==> config.mk <==
export PLATFORM = sky130hd
export DESIGN_NAME = channel_sum
export DESIGN_NICKNAME = d
export VERILOG_FILES = /design/src/verilog/conv_pkg.sv /design/src/verilog/channel_sum.sv
export SDC_FILE = /design/constraint.sdc
export NUM_CORES = 1
export LEC_CHECK = 0
export BUFFER_PORTS_ARGS = -buffer_cell sky130_fd_sc_hd__buf_2
export CAP_MARGIN = 20
export CORE_ASPECT_RATIO = 1.5
export CORE_MARGIN = 3
export CORE_UTILIZATION = 40
export CTS_CLUSTER_SIZE = 28
export DETAILED_ROUTE_END_ITERATION = 12
export PLACE_DENSITY_LB_ADDON = 0.2
export SLEW_MARGIN = 20
export SYNTH_ARGS = -nofsm -noshare
export SYNTH_HDL_FRONTEND = slang
export SYNTH_SLANG_ARGS = --single-unit
==> constraint.sdc <==
create_clock -name clk -period 9.6 [get_ports clk]
set_input_delay 2.88 -clock clk [delete_from_list [all_inputs] [get_ports clk]]
set_output_delay 2.88 -clock clk [all_outputs]
set_load 0.03 [all_outputs]
==> src/verilog/conv_pkg.sv <==
package conv_pkg;

    // Image geometry
    localparam int IMG_WIDTH  = 8;
    localparam int IMG_HEIGHT = 6;

    // Square kernel side
    localparam int KERNEL = 3;

    // One channel unit per input channel
    localparam int IN_CHANNELS = 2;

    // Signed Q7.8 fixed point
    localparam int PIXEL_BITS = 16;
    localparam int FRAC_BITS  = 8;

    // Valid convolution output size at stride 1
    localparam int OUT_WIDTH  = IMG_WIDTH - KERNEL + 1;
    localparam int OUT_HEIGHT = IMG_HEIGHT - KERNEL + 1;

    // Counters must be able to reach the image size
    localparam int COL_BITS = $clog2(IMG_WIDTH + 1);
    localparam int ROW_BITS = $clog2(IMG_HEIGHT + 1);

    // Clamp negative results to zero
    localparam bit RELU_EN = 1'b1;

    typedef logic signed [PIXEL_BITS-1:0] pixel_t;

    // One stream beat carries every input channel
    typedef pixel_t [IN_CHANNELS-1:0] pixel_vec_t;

    // Indexed [row][col], row 0 oldest and col 0 leftmost
    typedef pixel_t [KERNEL-1:0][KERNEL-1:0] window_t;

    typedef window_t [IN_CHANNELS-1:0] window_vec_t;
    typedef window_t [IN_CHANNELS-1:0] kernel_vec_t;
    typedef pixel_t  [IN_CHANNELS-1:0] psum_vec_t;

endpackage

==> src/verilog/channel_sum.sv <==
`timescale 1ns/1ps

module channel_sum (
    input  logic                             clk,
    input  logic                             reset,
    input  conv_pkg::psum_vec_t              i_psums,
    input  logic [conv_pkg::IN_CHANNELS-1:0] i_valids,
    input  logic [conv_pkg::IN_CHANNELS-1:0] i_lasts,
    input  conv_pkg::pixel_t                 i_bias,
    input  logic                             i_ready,
    output logic                             o_adv,
    output conv_pkg::pixel_t                 o_data,
    output logic                             o_valid,
    output logic                             o_last
);

    conv_pkg::pixel_t total;
    conv_pkg::pixel_t activated;
    conv_pkg::pixel_t data_q;
    logic valid_q;
    logic last_q;

    // Pipeline moves when the output register is free or being drained
    assign o_adv = !valid_q || i_ready;

    // Bias plus every channel, wrapping at the pixel width
    always_comb begin
        total = i_bias;
        for (int ch = 0; ch < conv_pkg::IN_CHANNELS; ch++) begin
            total = total + i_psums[ch];
        end
    end

    // ReLU on the sign bit
    assign activated = (conv_pkg::RELU_EN && total[conv_pkg::PIXEL_BITS-1]) ? '0 : total;

    // Output data register
    always_ff @(posedge clk) begin
        if (o_adv) begin
            data_q <= activated;
        end
    end

    // All channels run in lockstep so channel 0 speaks for the rest
    always_ff @(posedge clk) begin
        if (reset) begin
            valid_q <= 1'b0;
            last_q  <= 1'b0;
        end else if (o_adv) begin
            valid_q <= i_valids[0];
            last_q  <= i_lasts[0];
        end
    end

    assign o_data  = data_q;
    assign o_valid = valid_q;
    assign o_last  = last_q;

    // Channel units share one advance and must never drift apart
    a_channels_aligned: assert property (
        @(posedge clk) disable iff (reset)
        (i_valids == {conv_pkg::IN_CHANNELS{i_valids[0]}}) &&
        (i_lasts == {conv_pkg::IN_CHANNELS{i_lasts[0]}})
    );

endmodule

Word level (Yosys, flattened, before mapping):

Index checks and enable logic that the tools add are counted.

* register bits: 18
* input bits: 55
* output and inout bits: 19
* word-level logic and storage cells: 8

* add/subtract/negate cells: 2
* reduce and logical (&&, ||, !) cells: 2

Operator list (count)
* $add 16x16->16: 2
* $logic_not 1->1: 1
* $logic_or 1x1->1: 1

Logic depth before layout (Yosys ltp):

* depth after elaboration: 2
* gate-level depth with buffers: 13
* gate-level depth less buffers: 11

Worst setup path after synthesis:

No wires, ideal clock.

* kind: in2out
* start point: in i_ready
* end point: out o_adv
* arrival: 3.550 ns
* data required time: 6.720 ns
* slack: 3.170 ns
* cell stages on the path: 1
* path buffers: 0
* cell sequence: nand2b_1

* cells in the longest elaborated chain, start to end: 1

RTL lines
* from (decl): line channel_sum.sv:10 `input logic i_ready,`
* $logic_or 1x1->1: line channel_sum.sv:24 `assign o_adv = !valid_q || i_ready;`
* to (decl): line channel_sum.sv:11 `output logic o_adv,`

Every way passes these cells.

Final worst setup path:

Same ends and word-level chain as after synthesis.

==> impl_metrics.toml <==
[status]
outcome = "finished, final reports clean"

[power_and_ir_drop]
ir_worst_vdd_mv = 0.07092
powerDensity_nw_per_um2 = 198.5
leakagePower_uw = 0.001045

[synth]
ys_types = 51
synth_edf_count = 15
seq_area_frac_synth = 0.2643
synth_seq_cells = 17
synth_top_area_frac = 0.2428
avgSynthCellArea_um2 = 10.98
yosys_warnings = 0
synth_top_cell_by_area = "edfxtp_1"
syn_nets = 254
syn_inst = 169
syn_area_um2 = 1856
synth_flop_cell = "edfxtp_1"
ys_async_sr_fraction = 0
synthTopCellsByArea = "edfxtp_1 24%, fa_1 17%, ha_1 9.4%"

[routing]
avgRoutedWirePerCell_um = 13.56
drt_first_pass_iters = 4
routed_wirelength_um = 3865
dr_total_vias = 1506
drc_errors = 0
via_per_inst = 5.284
drt-initial-drc-count = 39
ant_nets = 0

[worst_setup_path]
r2r-end = "o_last"
ff2ff_path_depth = 3
path_max_fanout = 18
r2r_start = "o_valid"
crit_type = "in2out"
worst_ep_required_time_ns = 6.72
arrival_ns = 3.87
end_kind = "primary output"
rrSetupSlack_ns = 8.32
cp-start-kind = "input port"

[clock_network]
cts_tree = "built"
cts_sinks = 17
path_clk_slew_ns = 0.06
post_cts_buffers = 0
h-tree-depth = 1
cts_max_path_buffers = 2
root_buffer = "clkbuf_8"
cts-resized-gates = 0
cts_hold_buf = 0
cts_inserted_buffers = 3
clock_latency_ns = 0.24

[placed_design]
placed_cell_area_um2 = 2213
io_buffers = 70
pre_cts_slack_ns = 2.819
place_congestion = 0.8014
hpwl_um = 3291

[cells_and_area]
diodes = 0
nNetsFinal = 325
area_delta_synth_final_pct = 21.71
regArea_um2 = 490.5
nFillCells = 394
fin_area_um2 = 2258
drive_gt1_frac = 0.4100
post-route-util = 0.5187
multi_input_area_um2 = 1281

[global_routing]
grt_pass1_wl_um = 5865
grt_max_degree = 19
antenna_found_initial = 0
grt-ovfl-total = 0
grt_pass1_vias = 1382
grt_util_all_layers = 0.1392

[run]
maxCapViolCount = 0

[timing]
rsz0062_at_grt = "false"
worst_slew_margin_rel = 0.4254
layout_min_cycle_time_ns = 6.754
max_freq_mhz = 148.1
fin_skew_ns = 0.0009305
slew_viol_final = 0
worst_slack_ns = 2.847
hold_violations = 0
setup_violations = 0
worstMarginPinSlew_ns = 0.8618
fin_tns_setup_ns = 0
fin_crit_sh = 0.7035

[min_path]
whs_endpoint = "o_last"
whs_path_depth = 2
hp-start = "o_last"
hold_path_class = "reg2reg"

[floorplan]
dieArea_um2 = 5509
core-area_um2 = 4354
core.rowCount = 29
die_x_um = 61.61
start_util = 0.4261
die_h_um = 89.42
io_pins = 74
## power by group
part	leakage [µW]	switching, µW	internal, µW
Combinational	0.000841	174	99.6
Clock	0.0000228	22.3	29.3
Sequential	0.000181	6.07	117
## layout make-up
type,instances,share of cell area
Multi-Input combinational cell,139,0.5673
Tap cell,46,0.02548
Inverter,9,0.01496
Sequential cell,17,0.2172
Timing Repair Buffer,70,0.1551
Clock buffer,4,0.01994
## worst max-delay path by stage
stage	startpoint	end	slack (ns)	cells after the start
floorplan	i_ready	o_adv	3.17	1
finish	i_ready	o_adv	2.85	3
detailed placement	i_ready	o_adv	2.82	3
global route	i_ready	o_adv	2.76	3
CTS	i_ready	o_adv	2.82	3
global placement	i_ready	o_adv	2.81	3
## metrics by stage
step / hold slack, ns / cells / total power, µW
2_1_floorplan: 0.6306 / 169 / 339.0
3_3_place_gp: 0.4708 / 281 / 398.6
3_5_place_dp: 0.4849 / 281 / 400.1
4_1_cts: 0.4999 / 285 / 451.3
5_1_grt: 0.5440 / 285 / 479.6
6_report: 0.4919 / 285 / 448.2
## critical path, stage by stage
cell      delay (ns)
buf_2           0.07
nand2b_1        0.60
buf_2           0.33
## layer usage
layer  global-route usage  wire length, µm  part of all wire  vias to the layer above
met4              0.03282               74             0.019                        0
met2               0.2927             2197              0.57                       53
met1               0.1348             1391              0.36                      687
met5                    0                0                 0                        -
met3              0.01301              202             0.052                        6
li1                     -                -                 -                      760
## layout by cell type (no fill, tap or decap), drive strengths merged, types with 3 or more instances in the layout
cell type  instances
a21o               4
inv                9
ha                14
o21ai             11
xor2               4
a211oi             5
buf               70
xnor2              4
nand2             11
a21oi             12
edfxtp            15
nand2b             4
nor2              13
nand3              3
fa                16
nor3               9
nor4               4
clkbuf             4
## synth_stat cells (2+ instances only)
| cell | number |
|---|---|
| fa_1 | 16 |
| edfxtp_1 | 15 |
| ha_1 | 14 |
| nor2_1 | 13 |
| a21oi_1 | 11 |
| nand2_1 | 10 |
| inv_1 | 9 |
| nor3_2 | 7 |
| o21ai_0 | 6 |
| nand2b_1 | 4 |
| o21ai_1 | 4 |
| xor2_1 | 4 |
| a211oi_2 | 3 |
| a21o_1 | 3 |
| nand3_1 | 3 |
| nor4_2 | 3 |
| xnor2_1 | 3 |
| a211oi_1 | 2 |
| buf_6 | 2 |
| dfxtp_1 | 2 |
| nor3_1 | 2 |
| nor4b_2 | 2 |
| o211a_1 | 2 |
| o21a_1 | 2 |
## logic make-up after synthesis
family	count (synthesis)	share of synthesized area
buffers and inverters	13	0.04518
XOR/XNOR	8	0.04181
AND/OR/NAND/NOR	55	0.1969
flip-flops	17	0.2643
other	1	0.002021
AO/OA/AOI/OAI	44	0.1774
adder cells (fa/ha/maj)	30	0.2670
multiplexers	1	0.005395
## state kept, by name, indices dropped and copies added (netlist names)
register and flops:
o_data 15, o_last 1, o_valid 1
(Power assumes the default switching activity.)
