--- src/verilog/conv_pkg.sv ---
package conv_pkg;

    // Image geometry
    localparam int IMG_WIDTH  = 8;
    localparam int IMG_HEIGHT = 6;

    // Square kernel side
    localparam int KERNEL = 3;

    // One channel unit per input channel
    localparam int IN_CHANNELS = 2;

    // Signed Q7.8 fixed point
    localparam int PIXEL_BITS = 16;
    localparam int FRAC_BITS  = 8;

    // Valid convolution output size at stride 1
    localparam int OUT_WIDTH  = IMG_WIDTH - KERNEL + 1;
    localparam int OUT_HEIGHT = IMG_HEIGHT - KERNEL + 1;

    // Counters must be able to reach the image size
    localparam int COL_BITS = $clog2(IMG_WIDTH + 1);
    localparam int ROW_BITS = $clog2(IMG_HEIGHT + 1);

    // Clamp negative results to zero
    localparam bit RELU_EN = 1'b1;

    typedef logic signed [PIXEL_BITS-1:0] pixel_t;

    // One stream beat carries every input channel
    typedef pixel_t [IN_CHANNELS-1:0] pixel_vec_t;

    // Indexed [row][col], row 0 oldest and col 0 leftmost
    typedef pixel_t [KERNEL-1:0][KERNEL-1:0] window_t;

    typedef window_t [IN_CHANNELS-1:0] window_vec_t;
    typedef window_t [IN_CHANNELS-1:0] kernel_vec_t;
    typedef pixel_t  [IN_CHANNELS-1:0] psum_vec_t;

endpackage

--- src/verilog/window_feed.sv ---
`timescale 1ns/1ps

module window_feed (
    input  logic                  clk,
    input  logic                  reset,
    input  conv_pkg::pixel_vec_t  i_pixels,
    input  logic                  i_valid,
    input  logic                  i_last,
    input  logic                  i_adv,
    output conv_pkg::window_vec_t o_win,
    output logic                  o_win_valid,
    output logic                  o_win_last
);

    // Line memories, entry 0 holds the oldest buffered row
    conv_pkg::pixel_vec_t line_mem [conv_pkg::KERNEL-1][conv_pkg::IMG_WIDTH];

    // Window registers for all channels
    conv_pkg::window_vec_t win_q;

    // Position of the next incoming pixel
    logic [conv_pkg::COL_BITS-1:0] col_q;
    logic [conv_pkg::ROW_BITS-1:0] row_q;

    // Line memory address taken from the column counter
    logic [$clog2(conv_pkg::IMG_WIDTH)-1:0] col_addr;

    logic accept;
    logic win_done;
    logic win_valid_q;
    logic win_last_q;

    // Beat transfers only when the whole pipeline moves
    assign accept = i_valid && i_adv;

    assign col_addr = col_q[$clog2(conv_pkg::IMG_WIDTH)-1:0];

    // New pixel lands at the bottom-right corner of a full window
    assign win_done = (row_q >= conv_pkg::ROW_BITS'(conv_pkg::KERNEL - 1)) &&
                      (col_q >= conv_pkg::COL_BITS'(conv_pkg::KERNEL - 1));

    // Shift-through line memories
    // Each row moves one memory older, the newest row takes the pixel
    always_ff @(posedge clk) begin
        if (accept) begin
            for (int r = 0; r < conv_pkg::KERNEL - 2; r++) begin
                line_mem[r][col_addr] <= line_mem[r+1][col_addr];
            end
            line_mem[conv_pkg::KERNEL-2][col_addr] <= i_pixels;
        end
    end

    // Window shift per channel
    always_ff @(posedge clk) begin
        if (accept) begin
            for (int ch = 0; ch < conv_pkg::IN_CHANNELS; ch++) begin
                // Every row moves one column left
                for (int r = 0; r < conv_pkg::KERNEL; r++) begin
                    for (int c = 0; c < conv_pkg::KERNEL - 1; c++) begin
                        win_q[ch][r][c] <= win_q[ch][r][c+1];
                    end
                end
                // Right column from the older rows at this column
                for (int r = 0; r < conv_pkg::KERNEL - 1; r++) begin
                    win_q[ch][r][conv_pkg::KERNEL-1] <= line_mem[r][col_addr][ch];
                end
                // Bottom-right is the pixel arriving now
                win_q[ch][conv_pkg::KERNEL-1][conv_pkg::KERNEL-1] <= i_pixels[ch];
            end
        end
    end

    // Position counters and window flags
    always_ff @(posedge clk) begin
        if (reset) begin
            col_q       <= '0;
            row_q       <= '0;
            win_valid_q <= 1'b0;
            win_last_q  <= 1'b0;
        end else begin
            // Flags move with every advance so bubbles travel too
            if (i_adv) begin
                win_valid_q <= accept && win_done;
                win_last_q  <= accept && win_done && i_last;
            end
            if (accept) begin
                if (i_last) begin
                    // Next image starts at the top-left
                    col_q <= '0;
                    row_q <= '0;
                end else if (col_q == conv_pkg::COL_BITS'(conv_pkg::IMG_WIDTH - 1)) begin
                    col_q <= '0;
                    row_q <= row_q + 1'b1;
                end else begin
                    col_q <= col_q + 1'b1;
                end
            end
        end
    end

    assign o_win       = win_q;
    assign o_win_valid = win_valid_q;
    assign o_win_last  = win_last_q;

    // No beat beyond the last row of an image
    a_row_in_range: assert property (
        @(posedge clk) disable iff (reset)
        accept |-> (row_q != conv_pkg::ROW_BITS'(conv_pkg::IMG_HEIGHT))
    );

    // Image end marker only on the final pixel of the frame
    a_last_position: assert property (
        @(posedge clk) disable iff (reset)
        (accept && i_last) |->
            (row_q == conv_pkg::ROW_BITS'(conv_pkg::IMG_HEIGHT - 1)) &&
            (col_q == conv_pkg::COL_BITS'(conv_pkg::IMG_WIDTH - 1))
    );

endmodule

--- config.mk ---
export PLATFORM = sky130hd
export DESIGN_NAME = window_feed
export DESIGN_NICKNAME = d
export VERILOG_FILES = /design/src/verilog/conv_pkg.sv /design/src/verilog/window_feed.sv
export SDC_FILE = /design/constraint.sdc
export NUM_CORES = 1
export LEC_CHECK = 0
export ABC_AREA = 1
export BUFFER_PORTS_ARGS = -buffer_cell sky130_fd_sc_hd__buf_2
export CAP_MARGIN = 20
export CORE_ASPECT_RATIO = 0.5
export CORE_UTILIZATION = 45
export CTS_CLUSTER_DIAMETER = 60
export DETAILED_ROUTE_END_ITERATION = 7
export HOLD_SLACK_MARGIN = 0.06
export PLACE_DENSITY = 0.65
export SLEW_MARGIN = 20
export SYNTH_ARGS = -nofsm -noshare
export SYNTH_HDL_FRONTEND = slang
export SYNTH_SLANG_ARGS = --single-unit
--- constraint.sdc ---
create_clock -name clk -period 8.1 [get_ports clk]
set_clock_uncertainty 0.1 [all_clocks]
set_input_delay 0 -clock clk [delete_from_list [all_inputs] [get_ports clk]]
set_output_delay 0 -clock clk [all_outputs]
set_load 0.01 [all_outputs]
# After elaboration in Yosys (flattened, before gate mapping)
# Memory sizes are Yosys's and may differ from the RTL's.
# Index checks and enable logic that the tools add are counted.
dict set report word_totals {
  wordCells 52
  ram_bits 512
  output_inout_bits 290
  inputBits 37
  n_memories 1
  reg_bits 297
}
# memory depth width read_ports rd_clocked_by_memory_dff wr line
set memory_table {}
lappend memory_table {line_mem 2 256 2 0 2 window_feed.sv:16} ;# conv_pkg::pixel_vec_t line_mem [conv_pkg::KERNEL-1][conv_pkg::IMG_WIDTH];
dict set report op_classes {
  add_sub_neg 2
  n_reduce_logical 7
  n_eq_ne 1
  bitwise_logic 1
  n_mux 14
  order_cmp 4
}
# cell n
set op_table {}
lappend op_table {{two-way mux 256 bit} 1}
lappend op_table {{binary-select mux 32 bit (select 3 bit)} 2}
lappend op_table {{two-way mux 32 bit} 5}
lappend op_table {{demux 32 bit (select 3 bit)} 1}
lappend op_table {{two-way mux 4 bit} 2}
lappend op_table {{two-way mux 3 bit} 2}
lappend op_table {{logical AND 1 bit} 5}
lappend op_table {{adder 4 x 1 -> 4 bit (second input constant)} 1}
lappend op_table {{equality test 4 x 3 -> 1 bit (second input constant)} 1}
lappend op_table {{>= comparator 4 x 2 -> 1 bit (second input constant)} 1}
lappend op_table {{>= comparator 4 bit (second input constant)} 1}
lappend op_table {{< comparator 4 x 1 -> 1 bit (second input constant)} 1}
lappend op_table {{inverter 3 -> 4 bit} 1}
lappend op_table {{adder 3 x 1 -> 3 bit (second input constant)} 1}
lappend op_table {{>= comparator 3 x 2 -> 1 bit (second input constant)} 1}
lappend op_table {{AND reduction 2 bit} 1}
lappend op_table {{nonzero test 2 bit} 1}
lappend op_table {{two-way mux 1 bit} 1}

# Longest topological paths before layout
# Gate-level depths: netlist (run 1).
dict set report logic_depth {
  ltp_word 6
  mapped_depth 8
  ltp_nobuf 7
}

# Least setup slack after synthesis (run 1)
# No wires, ideal clock.
dict set report synth_path {
  path_kind {input -> register}
  startpoint {in i_valid}
  endpoint {mem line_mem[0][224] in the netlist's numbering, enable pin}
  n_path_buf 0
  path_stages 4
  required_time_ps 7435
  setup_ps 565
  arrival_ps 8272
  path_slack_ps -837
  path_cell_list {nand2_1 -> inv_2 -> nand2_1 -> nor3_1}
}
# item line
set synth_rtl {}
lappend synth_rtl {{start, declared} window_feed.sv:7} ;# input logic i_valid,
lappend synth_rtl {{end, declared} window_feed.sv:16}

# Final worst setup path (run 1)
dict set report layout_path {
  startpoint {reg col_q[1] in the netlist's numbering}
  endpoint {reg win_q, in the netlist o_win[92] (data pin)}
}
dict set report layout_between {
  elab_chain_len 4
}
# item line
set layout_lines {}
lappend layout_lines {{start, declared} window_feed.sv:22} ;# logic [conv_pkg::COL_BITS-1:0] col_q;
lappend layout_lines {{start signal, assigned} window_feed.sv:95} ;# col_q <= col_q + 1'b1;
lappend layout_lines {{inverter 3 -> 4 bit (implied by the code)} window_feed.sv:65} ;# win_q[ch][r][conv_pkg::KERNEL-1] <= line_mem[r][col_addr][ch];
lappend layout_lines {{binary-select mux 32 bit (select 3 bit)} window_feed.sv:65}
lappend layout_lines {{two-way mux 32 bit (2 in a row)} -}
lappend layout_lines {{end signal, assigned by index} window_feed.sv:60} ;# win_q[ch][r][c] <= win_q[ch][r][c+1];
lappend layout_lines {{end signal, assigned by index} window_feed.sv:65}
lappend layout_lines {{end signal, assigned by index} window_feed.sv:68} ;# win_q[ch][conv_pkg::KERNEL-1][conv_pkg::KERNEL-1] <= i_pixels[ch];
lappend layout_lines {{end, declared} window_feed.sv:19} ;# conv_pkg::window_vec_t win_q;
# No other way between the ends. The select of a mux whose other input is x is not followed.
# A chain may end at the register's enable or synchronous reset.

==> summary.md, run 1 <==
| Metric | Value |
|---|---|
| CP cell instances | buf_4 > nand2_2 > buf_4 > inv_2 > o21ai_0 > o21ai_1 > inv_1 > nand2_1 |
| Top cells by area, synth | edfxtp_1 82%, nand2_1 5.0%, a21oi_1 2.3% |
| Final Setup Violations | 0 |
| Initial antenna violation count | 4 |
| Synth Flop Type | edfxtp_1 |
| RD Place Congestion | 0.7716 |
| First-pass GRT wire length | about 96 mm |
| Number of hold violations in the final report | 0 |
| DRT Wirelength | 64.11 mm |
| Via count | 16590 |
| CTS sink cnt | 809 |
| Nets | 2348 |
| Async SR Flop Fraction | 0 |
| Post-route setup slack | 4.132 ns |
| Area of the multi-input gates | approximately 0.0042 mm2 |
| DRC | 0 |
| Netlist cell types | 21 |
| Most instantiated cells after synthesis | 800 x edfxtp_1, 392 x nand2_1, 136 x a21oi_1 |
| Antenna-violating nets left | 0 |
| Max VDD drop | 0.0001577 V |
| Vias per std cell | 5.130 |
| Largest net degree at the start of global routing | 230 |
| Gr ovfl total | 0 |
| Worst r2r dst | o_win[92]$_DFFE_PP_ |
| Crit path max fanout | 47 |
| Vias in the first global route | 15870 |
| Cts repair resizes | 0 |
| Die Wd | 362.3 um |
| Slew @ Worst Pin | about 1.2 ns |
| Synth warn | 0 |
| Wirelength per Cell | 19.82 um |
| Initial Utilization | 0.4591 |
| CP max-delay cell | buf_4 |
| Setup crit end kind | flip-flop |
| RSZ-0062 raised after global routing | no |
| Hold endpoint | line_mem[0][446]$_DFFE_PP_ |
| Synth-to-layout area growth | 17.88% |
| Core Area | 0.06360 mm2 |
| Mean Syn Cell Area | 15.07 um2 |
| Layout cells sized above 1 | 0.1970 |
| # rows | 65 |
| Max Cap Violations | 0 |
| Leak | 12.11 nW |
| TritonCTS Buffers | ~70 |
| Post-DP HPWL | 34.22 mm |
| CTS hold repair buffers | 39 |
| Slew margin rel. | 0.2104 |
| Setup CP Type | flip-flop to flip-flop |
| Filler Cells Inserted | 5093 |
| Die Area | 0.06597 mm2 |
| Most frequent cell after synthesis | edfxtp_1 |
| TNS Setup | 0 ns |
| Max incr delay on CP | 0.75 ns |
| Tcrit/Tclk final | 0.4899 |
| Reg area | 0.02421 mm2 |
| Chip height | 182.1 um |
| FF-to-FF Start | col_q[1]$_SDFFE_PP0P_ |
| Pwr Density | 250.2 mW/mm2 |
| Mapped Nets | 1979 |
| Iter 0 DRT Violations | 1684 |
| R2R depth | 8 |
| Status | completed |
| Setup bufs post-CTS | 0 |
| Clock Latency Late Sink | around 0.65 ns |
| WP data arrival | 4.22 ns |
| Critical path's most frequent cell | buf_4 |
| CTS tree | built |
| Post-synth EDFFs | 800 |
| Max H-tree Level | 3 |
| Worst Hold Class | input pin to flip-flop |
| Drt pass-1 iters | 5 |
| Pins over their slew limit | 0 |
| Worst path required time | 8.36 ns |
| Root Driver | clkbuf_16 |
| Clock transition at path regs | 0.06 ns |
| Seq cells post-synth | 809 |
| Area fraction of the dominant cell type after synthesis | 0.8227 |
| Mapped Cells | 1938 |
| Post-Syn Area | 0.02920 mm2 |
| CTS max path bufs | 3 |
| Synth area leader | edfxtp_1 |
| Worst Hold Path Cells | 2 |
| R2R Setup Slk | 4.13 ns |
| PortBufs | 326 |
| Max frequency | ~250 MHz |
| All-Layer GR Usage | 0.1930 |
| Ports | 327 |
| Worst setup SP type | flip-flop |
| Seq/Total Area, Yosys | 0.8289 |
| Hold Startpoint | i_pixels[30] |
| Worst slack at placement | 4.222 ns |
| Min Tclk post-route | 3.968 ns |
-- report_power, final --
group / switching [mW] / total (mW) / internal (mW)
logic: 0.306 / 0.418 / 0.112
clock network: 1.51 / 3.39 / 1.88
registers: 0.0492 / 4.80 / 4.75
total: 1.87 / 8.61 / 6.74
-- layer usage --
metal / routed length, um / track usage / up-vias
li1: - / - / 7698
met5: 0 / 0 / -
met1: 28000 / 0.2742 / 8221
met3: 5067 / 0.04427 / 91
met4: 1307 / 0.05840 / 0
met2: 29730 / 0.2989 / 579
-- how the worst max path moves through the flow --
stage                     startpoint                         end  slack [ns]  cells after the start
2_1_floorplan                i_valid    line_mem[0][0]$_DFFE_PP_        0.80                      4
3_3_place_gp   col_q[1]$_SDFFE_PP0P_         o_win[92]$_DFFE_PP_        4.26                      8
3_5_place_dp   col_q[1]$_SDFFE_PP0P_  line_mem[0][204]$_DFFE_PP_        4.22                      8
4_1_cts        col_q[1]$_SDFFE_PP0P_         o_win[92]$_DFFE_PP_        4.18                      8
5_1_grt        col_q[1]$_SDFFE_PP0P_   line_mem[0][85]$_DFFE_PP_        3.99                      8
6_report       col_q[1]$_SDFFE_PP0P_         o_win[92]$_DFFE_PP_        4.13                      8
-- flip-flops by register name, indices dropped and copies added (netlist names) --
register and count:
col_q 4, line_mem 512, o_win 288, o_win_last 1, o_win_valid 1, row_q 3
-- placed cells by master, fill, tap and decap left out, types with 3 or more instances in the layout --
cell type      Yosys  routed
buf_2             46     326
nor2_1           132     126
clkbuf_1          23      12
bufinv_16          0       5
inv_1            109     108
a21oi_1          136     136
o211ai_1          35      35
buf_4             15      19
nor2_4             1       7
o21ai_0          109     109
clkinvlp_4         0       4
o21ai_1          111     111
clkinv_2           0      10
edfxtp_1         800     800
inv_2              4       3
nand2_1          392     391
dfxtp_1            9       7
dlygate4sd3_1      0      39
clkinv_1           0      14
clkbuf_16          0      75
ha_1               4       4
-- kinds of logic after synthesis --
kind of cell / count (synthesis) / share of synthesized area
flip-flops: 809 / 0.8289
AO/OA/AOI/OAI: 392 / 0.07027
AND/OR/NAND/NOR: 530 / 0.06864
buffers and inverters: 203 / 0.03051
adder cells (fa/ha/maj): 4 / 0.001714
-- worst max-delay path, delay by kind of cell, from the launching register on --
kind / cells / cell delay (ns)
buffers and inverters: 4 / 1.92
flip-flops: 1 / 0.65
AND/OR/NAND/NOR: 2 / 0.57
AO/OA/AOI/OAI: 2 / 0.41
-- cell type report --
class / instances / area share
tap: 871 / 0.03166
sequential: 809 / 0.7034
timing repair buffer: 385 / 0.06347
antenna: 2 / 0.0001454
multi-input combinational: 926 / 0.1213
inverter: 113 / 0.01269
clock buffer: 88 / 0.05623
clock inverter: 40 / 0.01109
-- per-stage QoR --
step           std cells  utilization  area [um2]  hold slack (ns)  total power [mW]
2_1_floorplan       1938            -       29210         -0.03093             5.106
3_3_place_gp        3065       0.4986       31710           0.1407             5.291
3_5_place_dp        3065       0.4986       31710           0.1507             5.300
4_1_cts             3232       0.5411       34420          0.08086             8.680
5_1_grt             3232       0.5411       34420           0.1171             8.880
6_report            3234       0.5412       34420           0.1206             8.610
Power figures use the tool's default switching activity.
==> run 2, diff against run 1 <==
Settings changed: PLACE_DENSITY 0.65 to 0.63.
Clock period 8.1 ns to 3.9 ns, I/O delays scaled along.
==> run 2 against run 1 <==
- clock power up 120%
- non-clock buffer count up 11
- sequential power up 110%
- critical path depth up 1
- largest power group unchanged
==> summary.md, run 2 (synthesized netlist as in run 1, its figures left out) <==
| Metric | Value |
|---|---|
| Setup crit end kind | flip-flop |
| Number of hold violations in the final report | 0 |
| R2R depth | 9 |
| Iter 0 DRT Violations | 1738 |
| Max frequency | ~330 MHz |
| Biggest register | line_mem |
| Core Area | roughly 0.064 mm2 |
| Drt pass-1 iters | 6 |
| Clock transition at path regs | around 0.06 ns |
| Critical path startpoint | col_q[1]$_SDFFE_PP0P_ |
| DRC | 0 |
| All-Layer GR Usage | 0.1920 |
| Tcrit/Tclk final | 0.7742 |
| Max VDD drop | 0.0003246 V |
| RSZ-0062 raised after global routing | no |
| First-pass GRT wire length | 95.73 mm |
| Cell area after layout | 0.03485 mm2 |
| Wirelength per Cell | around 20 um |
| Pwr Density | 527.5 mW/mm2 |
| Max Cap Violations | 0 |
| Final Setup Violations | 0 |
| CTS max path bufs | 3 |
| CTS tree | built |
| Ports | 327 |
| Vias per std cell | 5.144 |
| DP Cell Count | 3077 |
| Pins over their slew limit | 0 |
| Max H-tree Level | 3 |
| Commonest non-fill, non-tap cell in the layout | edfxtp_1 |
| DRT Wirelength | about 64 mm |
| Most frequent cells in the layout | 800 x edfxtp_1, 391 x nand2_1, 326 x buf_2, 136 x a21oi_1, 126 x nor2_1 |
| Root Driver | clkbuf_16 |
| Via count | 16690 |
| Die Area | 0.06597 mm2 |
| Antenna-violating nets left | 0 |
| Hold Startpoint | i_adv |
| Initial antenna violation count | 5 |
| Max FFs per register | around 500 |
| Worst Hold Path Cells | 5 |
| TritonCTS Buffers | 72 |
| Nets | 2359 |
| WP data arrival | 3.47 ns |
| Fin cells | about 3200 |
| Worst path required time | 4.35 ns |
| Crit path max fanout | 45 |
| Setup CP Type | flip-flop to flip-flop |
| Slew margin rel. | 0.2875 |
| CTS sink cnt | 809 |
| RD Place Congestion | 0.7556 |
| Worst setup SP type | flip-flop |
| Layout cells sized above 1 | 0.2031 |
| Min Tclk post-route | ~3.0 ns |
| Gr ovfl total | 0 |
| Status | completed |
| FF-to-FF Start | col_q[1]$_SDFFE_PP0P_ |
| # rows | 65 |
| Chip height | 182.1 um |
| Die Wd | 362.3 um |
| PortBufs | 326 |
| Leak | 12.30 nW |
| Placed Area | 0.03198 mm2 |
| Synth-to-layout area growth | 19.35% |
| Clock Latency Late Sink | 0.62 ns |
| Cts repair resizes | 0 |
| Initial Utilization | 0.4591 |
| Worst Hold Class | input pin to flip-flop |
| Slew @ Worst Pin | approximately 1.1 ns |
| Vias in the first global route | 15960 |
| Largest net degree at the start of global routing | 228 |
| Post-DP HPWL | 35.70 mm |
run 2: final cells by class:
type | instances | area (um2)
Sequential cell | 809 | 24210
Timing Repair Buffer | 396 | 2440
Antenna cell | 1 | 2.502
Inverter | 113 | 441.7
Clock buffer | 89 | 1929
Clock inverter | 40 | 560.5
Fill cell | 5108 | 28750
Multi-Input combinational cell | 926 | 4177
Tap cell | 871 | 1090
run 2: critical path, cell delays in order (launching register included):
cell and delay (ns):
dfxtp_4 0.68, buf_4 0.68, ha_1 0.31, nand2_1 0.06, nand2_1 0.10, nand2_1 0.07
nor2_1 0.20, nand2_1 0.07, a21oi_1 0.12, dlygate4sd3_1 0.56
run 2: per-layer routing:
layer / GRT usage / share of wire / vias up
li1: - / - / 7718
met1: 0.2819 / 0.46 / 8349
met2: 0.2959 / 0.46 / 535
met3: 0.03653 / 0.067 / 90
met4: 0.05080 / 0.018 / 0
met5: 0 / 0 / -
run 2: path summary, 6_finish.rpt:
check                       endpoint  slack, ns
min          o_win_last$_SDFFE_PP0P_       0.12
min reg2reg     o_win[270]$_DFFE_PP_       0.33
max            row_q[1]$_SDFFE_PP0P_       0.88
max reg2reg    row_q[1]$_SDFFE_PP0P_       0.88
run 2: power breakdown:
group	internal (mW)	total (mW)	switching [mW]
clock network	4.36	7.54	3.18
registers	9.87	9.96	0.0940
logic	0.243	0.886	0.643
run 2: per-stage QoR:
step / utilization / power (mW) / setup slack (ns) / setup TNS (ns) / hold WS (ns)
after detailed placement: 0.5028 / 11.02 / 1.216 / 0 / 0.1486
after global routing: 0.5479 / 18.94 / 0.6934 / 0 / 0.1416
after global placement: 0.5028 / 11.00 / 1.216 / 0 / 0.1357
after CTS: 0.5479 / 18.52 / 0.9115 / 0 / 0.09153
after floorplan: - / 10.59 / -0.08130 / -28.04 / -0.03093
final: 0.5480 / 18.38 / 0.8804 / 0 / 0.1244
run 2: repair_timing:
action	in CTS	in global routing
hold buffers	38	0
setup endpoints to repair	0	0
hold endpoints to repair	297	0
setup buffers	0	0
==> run 3, diff against run 2 <==
Settings changed: PLACE_DENSITY 0.63 to 0.65.
Clock period 3.9 ns to 2.5 ns, I/O delays scaled along.
==> run 3 against run 2 <==
- final area grew 0.69%
- critical path depth shrank 1
- wire length grew 2.0%
- sequential power grew 56%
- maximum frequency grew 42%
- clock power grew 42%
- critical path type unchanged
- largest power group unchanged
- highest routed layer unchanged
==> summary.md, run 3 (synthesized netlist as in run 1, its figures left out) <==
| Metric | Value |
|---|---|
| Chip height | around 180 um |
| Core Area | 0.06360 mm2 |
| Setup CP Type | flip-flop to flip-flop |
| Commonest non-fill, non-tap cell in the layout | edfxtp_1 |
| Largest net degree at the start of global routing | 130 |
| Share of the core filled with cells | 0.5518 |
| Post-route setup slack | 0.3678 ns |
| All-Layer GR Usage | 0.1986 |
| Setup bufs post-CTS | 0 |
| PortBufs | 326 |
| Worst Hold Class | input pin to flip-flop |
| Iter 0 DRT Violations | ~1900 |
| Slew margin rel. | 0.4734 |
| Max VDD drop | just over 0.0006 V |
| Number of hold violations in the final report | 0 |
| Initial antenna violation count | 2 |
| Worst path required time | about 2.8 ns |
| Wirelength per Cell | 20.03 um |
| Worst setup SP type | flip-flop |
| Max incr delay on CP | about 0.40 ns |
| Synth-to-layout area growth | 20.18% |
| Tcrit/Tclk final | 0.8529 |
| Setup crit end kind | flip-flop |
| Pins over their slew limit | 0 |
| DRC | 0 |
| Max frequency | 469.0 MHz |
| Leak | 12.40 nW |
| CP top delay family | buffers and inverters |
| Die Area | 0.06597 mm2 |
| Via count | 16830 |
| Worst path buffer plus inverter count | 3 |
| Pwr Density | about 800 mW/mm2 |
| Drt pass-1 iters | 5 |
| Nets | 2396 |
| Worst Hold Path Cells | 2 |
| Logic pwr share | 0.053 |
| Worst slack at placement | ~0.44 ns |
| Gr ovfl total | 0 |
| CTS tree | built |
| # rows | between 60 and 70 |
| Die Wd | 362.3 um |
| Most frequent cells in the layout | 800 x edfxtp_1, 388 x nand2_1, 326 x buf_2, 136 x a21oi_1, 126 x nor2_1 |
| FF-to-FF Start | col_q[0]$_SDFFE_PP0P_ |
| DP Cell Count | just over 3000 |
| RSZ-0062 raised after global routing | no |
| Fin cells | ~3300 |
| First-pass GRT wire length | 98.23 mm |
| Vias per std cell | between 5 and 6 |
| Power share of the clock group | 0.386 |
| Root Driver | clkbuf_16 |
| Switching pwr | a little over 6 mW |
| Initial Utilization | 0.4591 |
| Stages on worst setup path | 8 |
| Filler Cells Inserted | 5102 |
| Biggest register | line_mem |
| CP max-delay cell | dfxtp_4 |
| R2R Setup Slk | 0.37 ns |
| Clock Latency Late Sink | 0.65 ns |
| R2R depth | 8 |
| Post-DP HPWL | 38.90 mm |
| Crit path max fanout | 98 |
| Final Setup Violations | 0 |
| Hold Startpoint | i_pixels[31] |
| Slew @ Worst Pin | roughly 0.79 ns |
| Seq pwr share | 0.561 |
| TritonCTS Buffers | 72 |
| CTS max path bufs | 3 |
| WP data arrival | 2.46 ns |
| RD Place Congestion | ~0.77 |
| Max H-tree Level | 3 |
| Ports | 327 |
| DRT Wirelength | around 66 mm |
| CTS sink cnt | 809 |
| Max FFs per register | 512 |
| Internal | 21.59 mW |
| Min Tclk post-route | 2.132 ns |
| Critical path startpoint | col_q[0]$_SDFFE_PP0P_ |
| Clock transition at path regs | 0.06 ns |
| Status | completed |
| Switching fraction of total power | 0.2193 |
| CP cell instances | buf_12 > buf_12 > nor2_1 > nor2_1 > o21ai_0 > o21ai_1 > inv_1 > nand2_1 |
| Vias in the first global route | about 16000 |
| Max Cap Violations | 0 |
| Layout cells sized above 1 | 0.2132 |
| Antenna-violating nets left | 0 |
==> run 3: what timing repair did <==
| action | CTS | global route |
|---|---|---|
| endpoints found under the hold margin | 354 | 0 |
| gates resized for setup | 0 | 0 |
| hold buffers | 39 | 0 |
==> run 3: power groups by stage <==
stage	combinational (mW)	sequential [mW]	clock [mW]
final	1.48	15.5	10.7
after CTS	1.49	15.5	10.9
after detailed placement	1.44	15.8	0
after global routing	1.61	15.5	11.4
after global placement	1.42	15.8	0
after floorplan	0.637	15.9	0
==> run 3: layout make-up <==
cell class | count | area (um2) | share of cell area
Tap cell | 871 | 1090 | 0.03106
Multi-Input combinational cell | 926 | 4225 | 0.1204
Clock inverter | 37 | 387.9 | 0.01105
Inverter | 113 | 445.4 | 0.01269
Timing Repair Buffer | 433 | 2883 | 0.08215
Clock buffer | 84 | 1847 | 0.05263
Antenna cell | 1 | 2.502 | 0.00007131
Sequential cell | 809 | 24210 | 0.6899
==> run 3: final timing paths <==
path	to
max	line_mem[0][115]$_DFFE_PP_
min	o_win[287]$_DFFE_PP_
max reg2reg	line_mem[0][115]$_DFFE_PP_
min reg2reg	o_win[243]$_DFFE_PP_
==> run 3: through the flow <==
| step | hold slack, ns | area [um2] | power (mW) | setup TNS (ns) |
|---|---|---|---|---|
| 2_1_floorplan | -0.03093 | 29340 | 16.53 | -62.14 |
| 6_report | 0.1286 | 35090 | 27.66 | 0 |
| 3_3_place_gp | 0.1583 | 32460 | 17.23 | 0 |
| 3_5_place_dp | 0.1711 | 32460 | 17.26 | 0 |
| 4_1_cts | 0.09207 | 35090 | 27.90 | 0 |
| 5_1_grt | 0.1186 | 35090 | 28.59 | 0 |
==> run 3: metal layers <==
metal / part of all wire / track usage
met4: 0.013 / 0.04354
met3: 0.074 / 0.03712
met2: 0.47 / 0.3089
met1: 0.44 / 0.2933
met5: 0 / 0
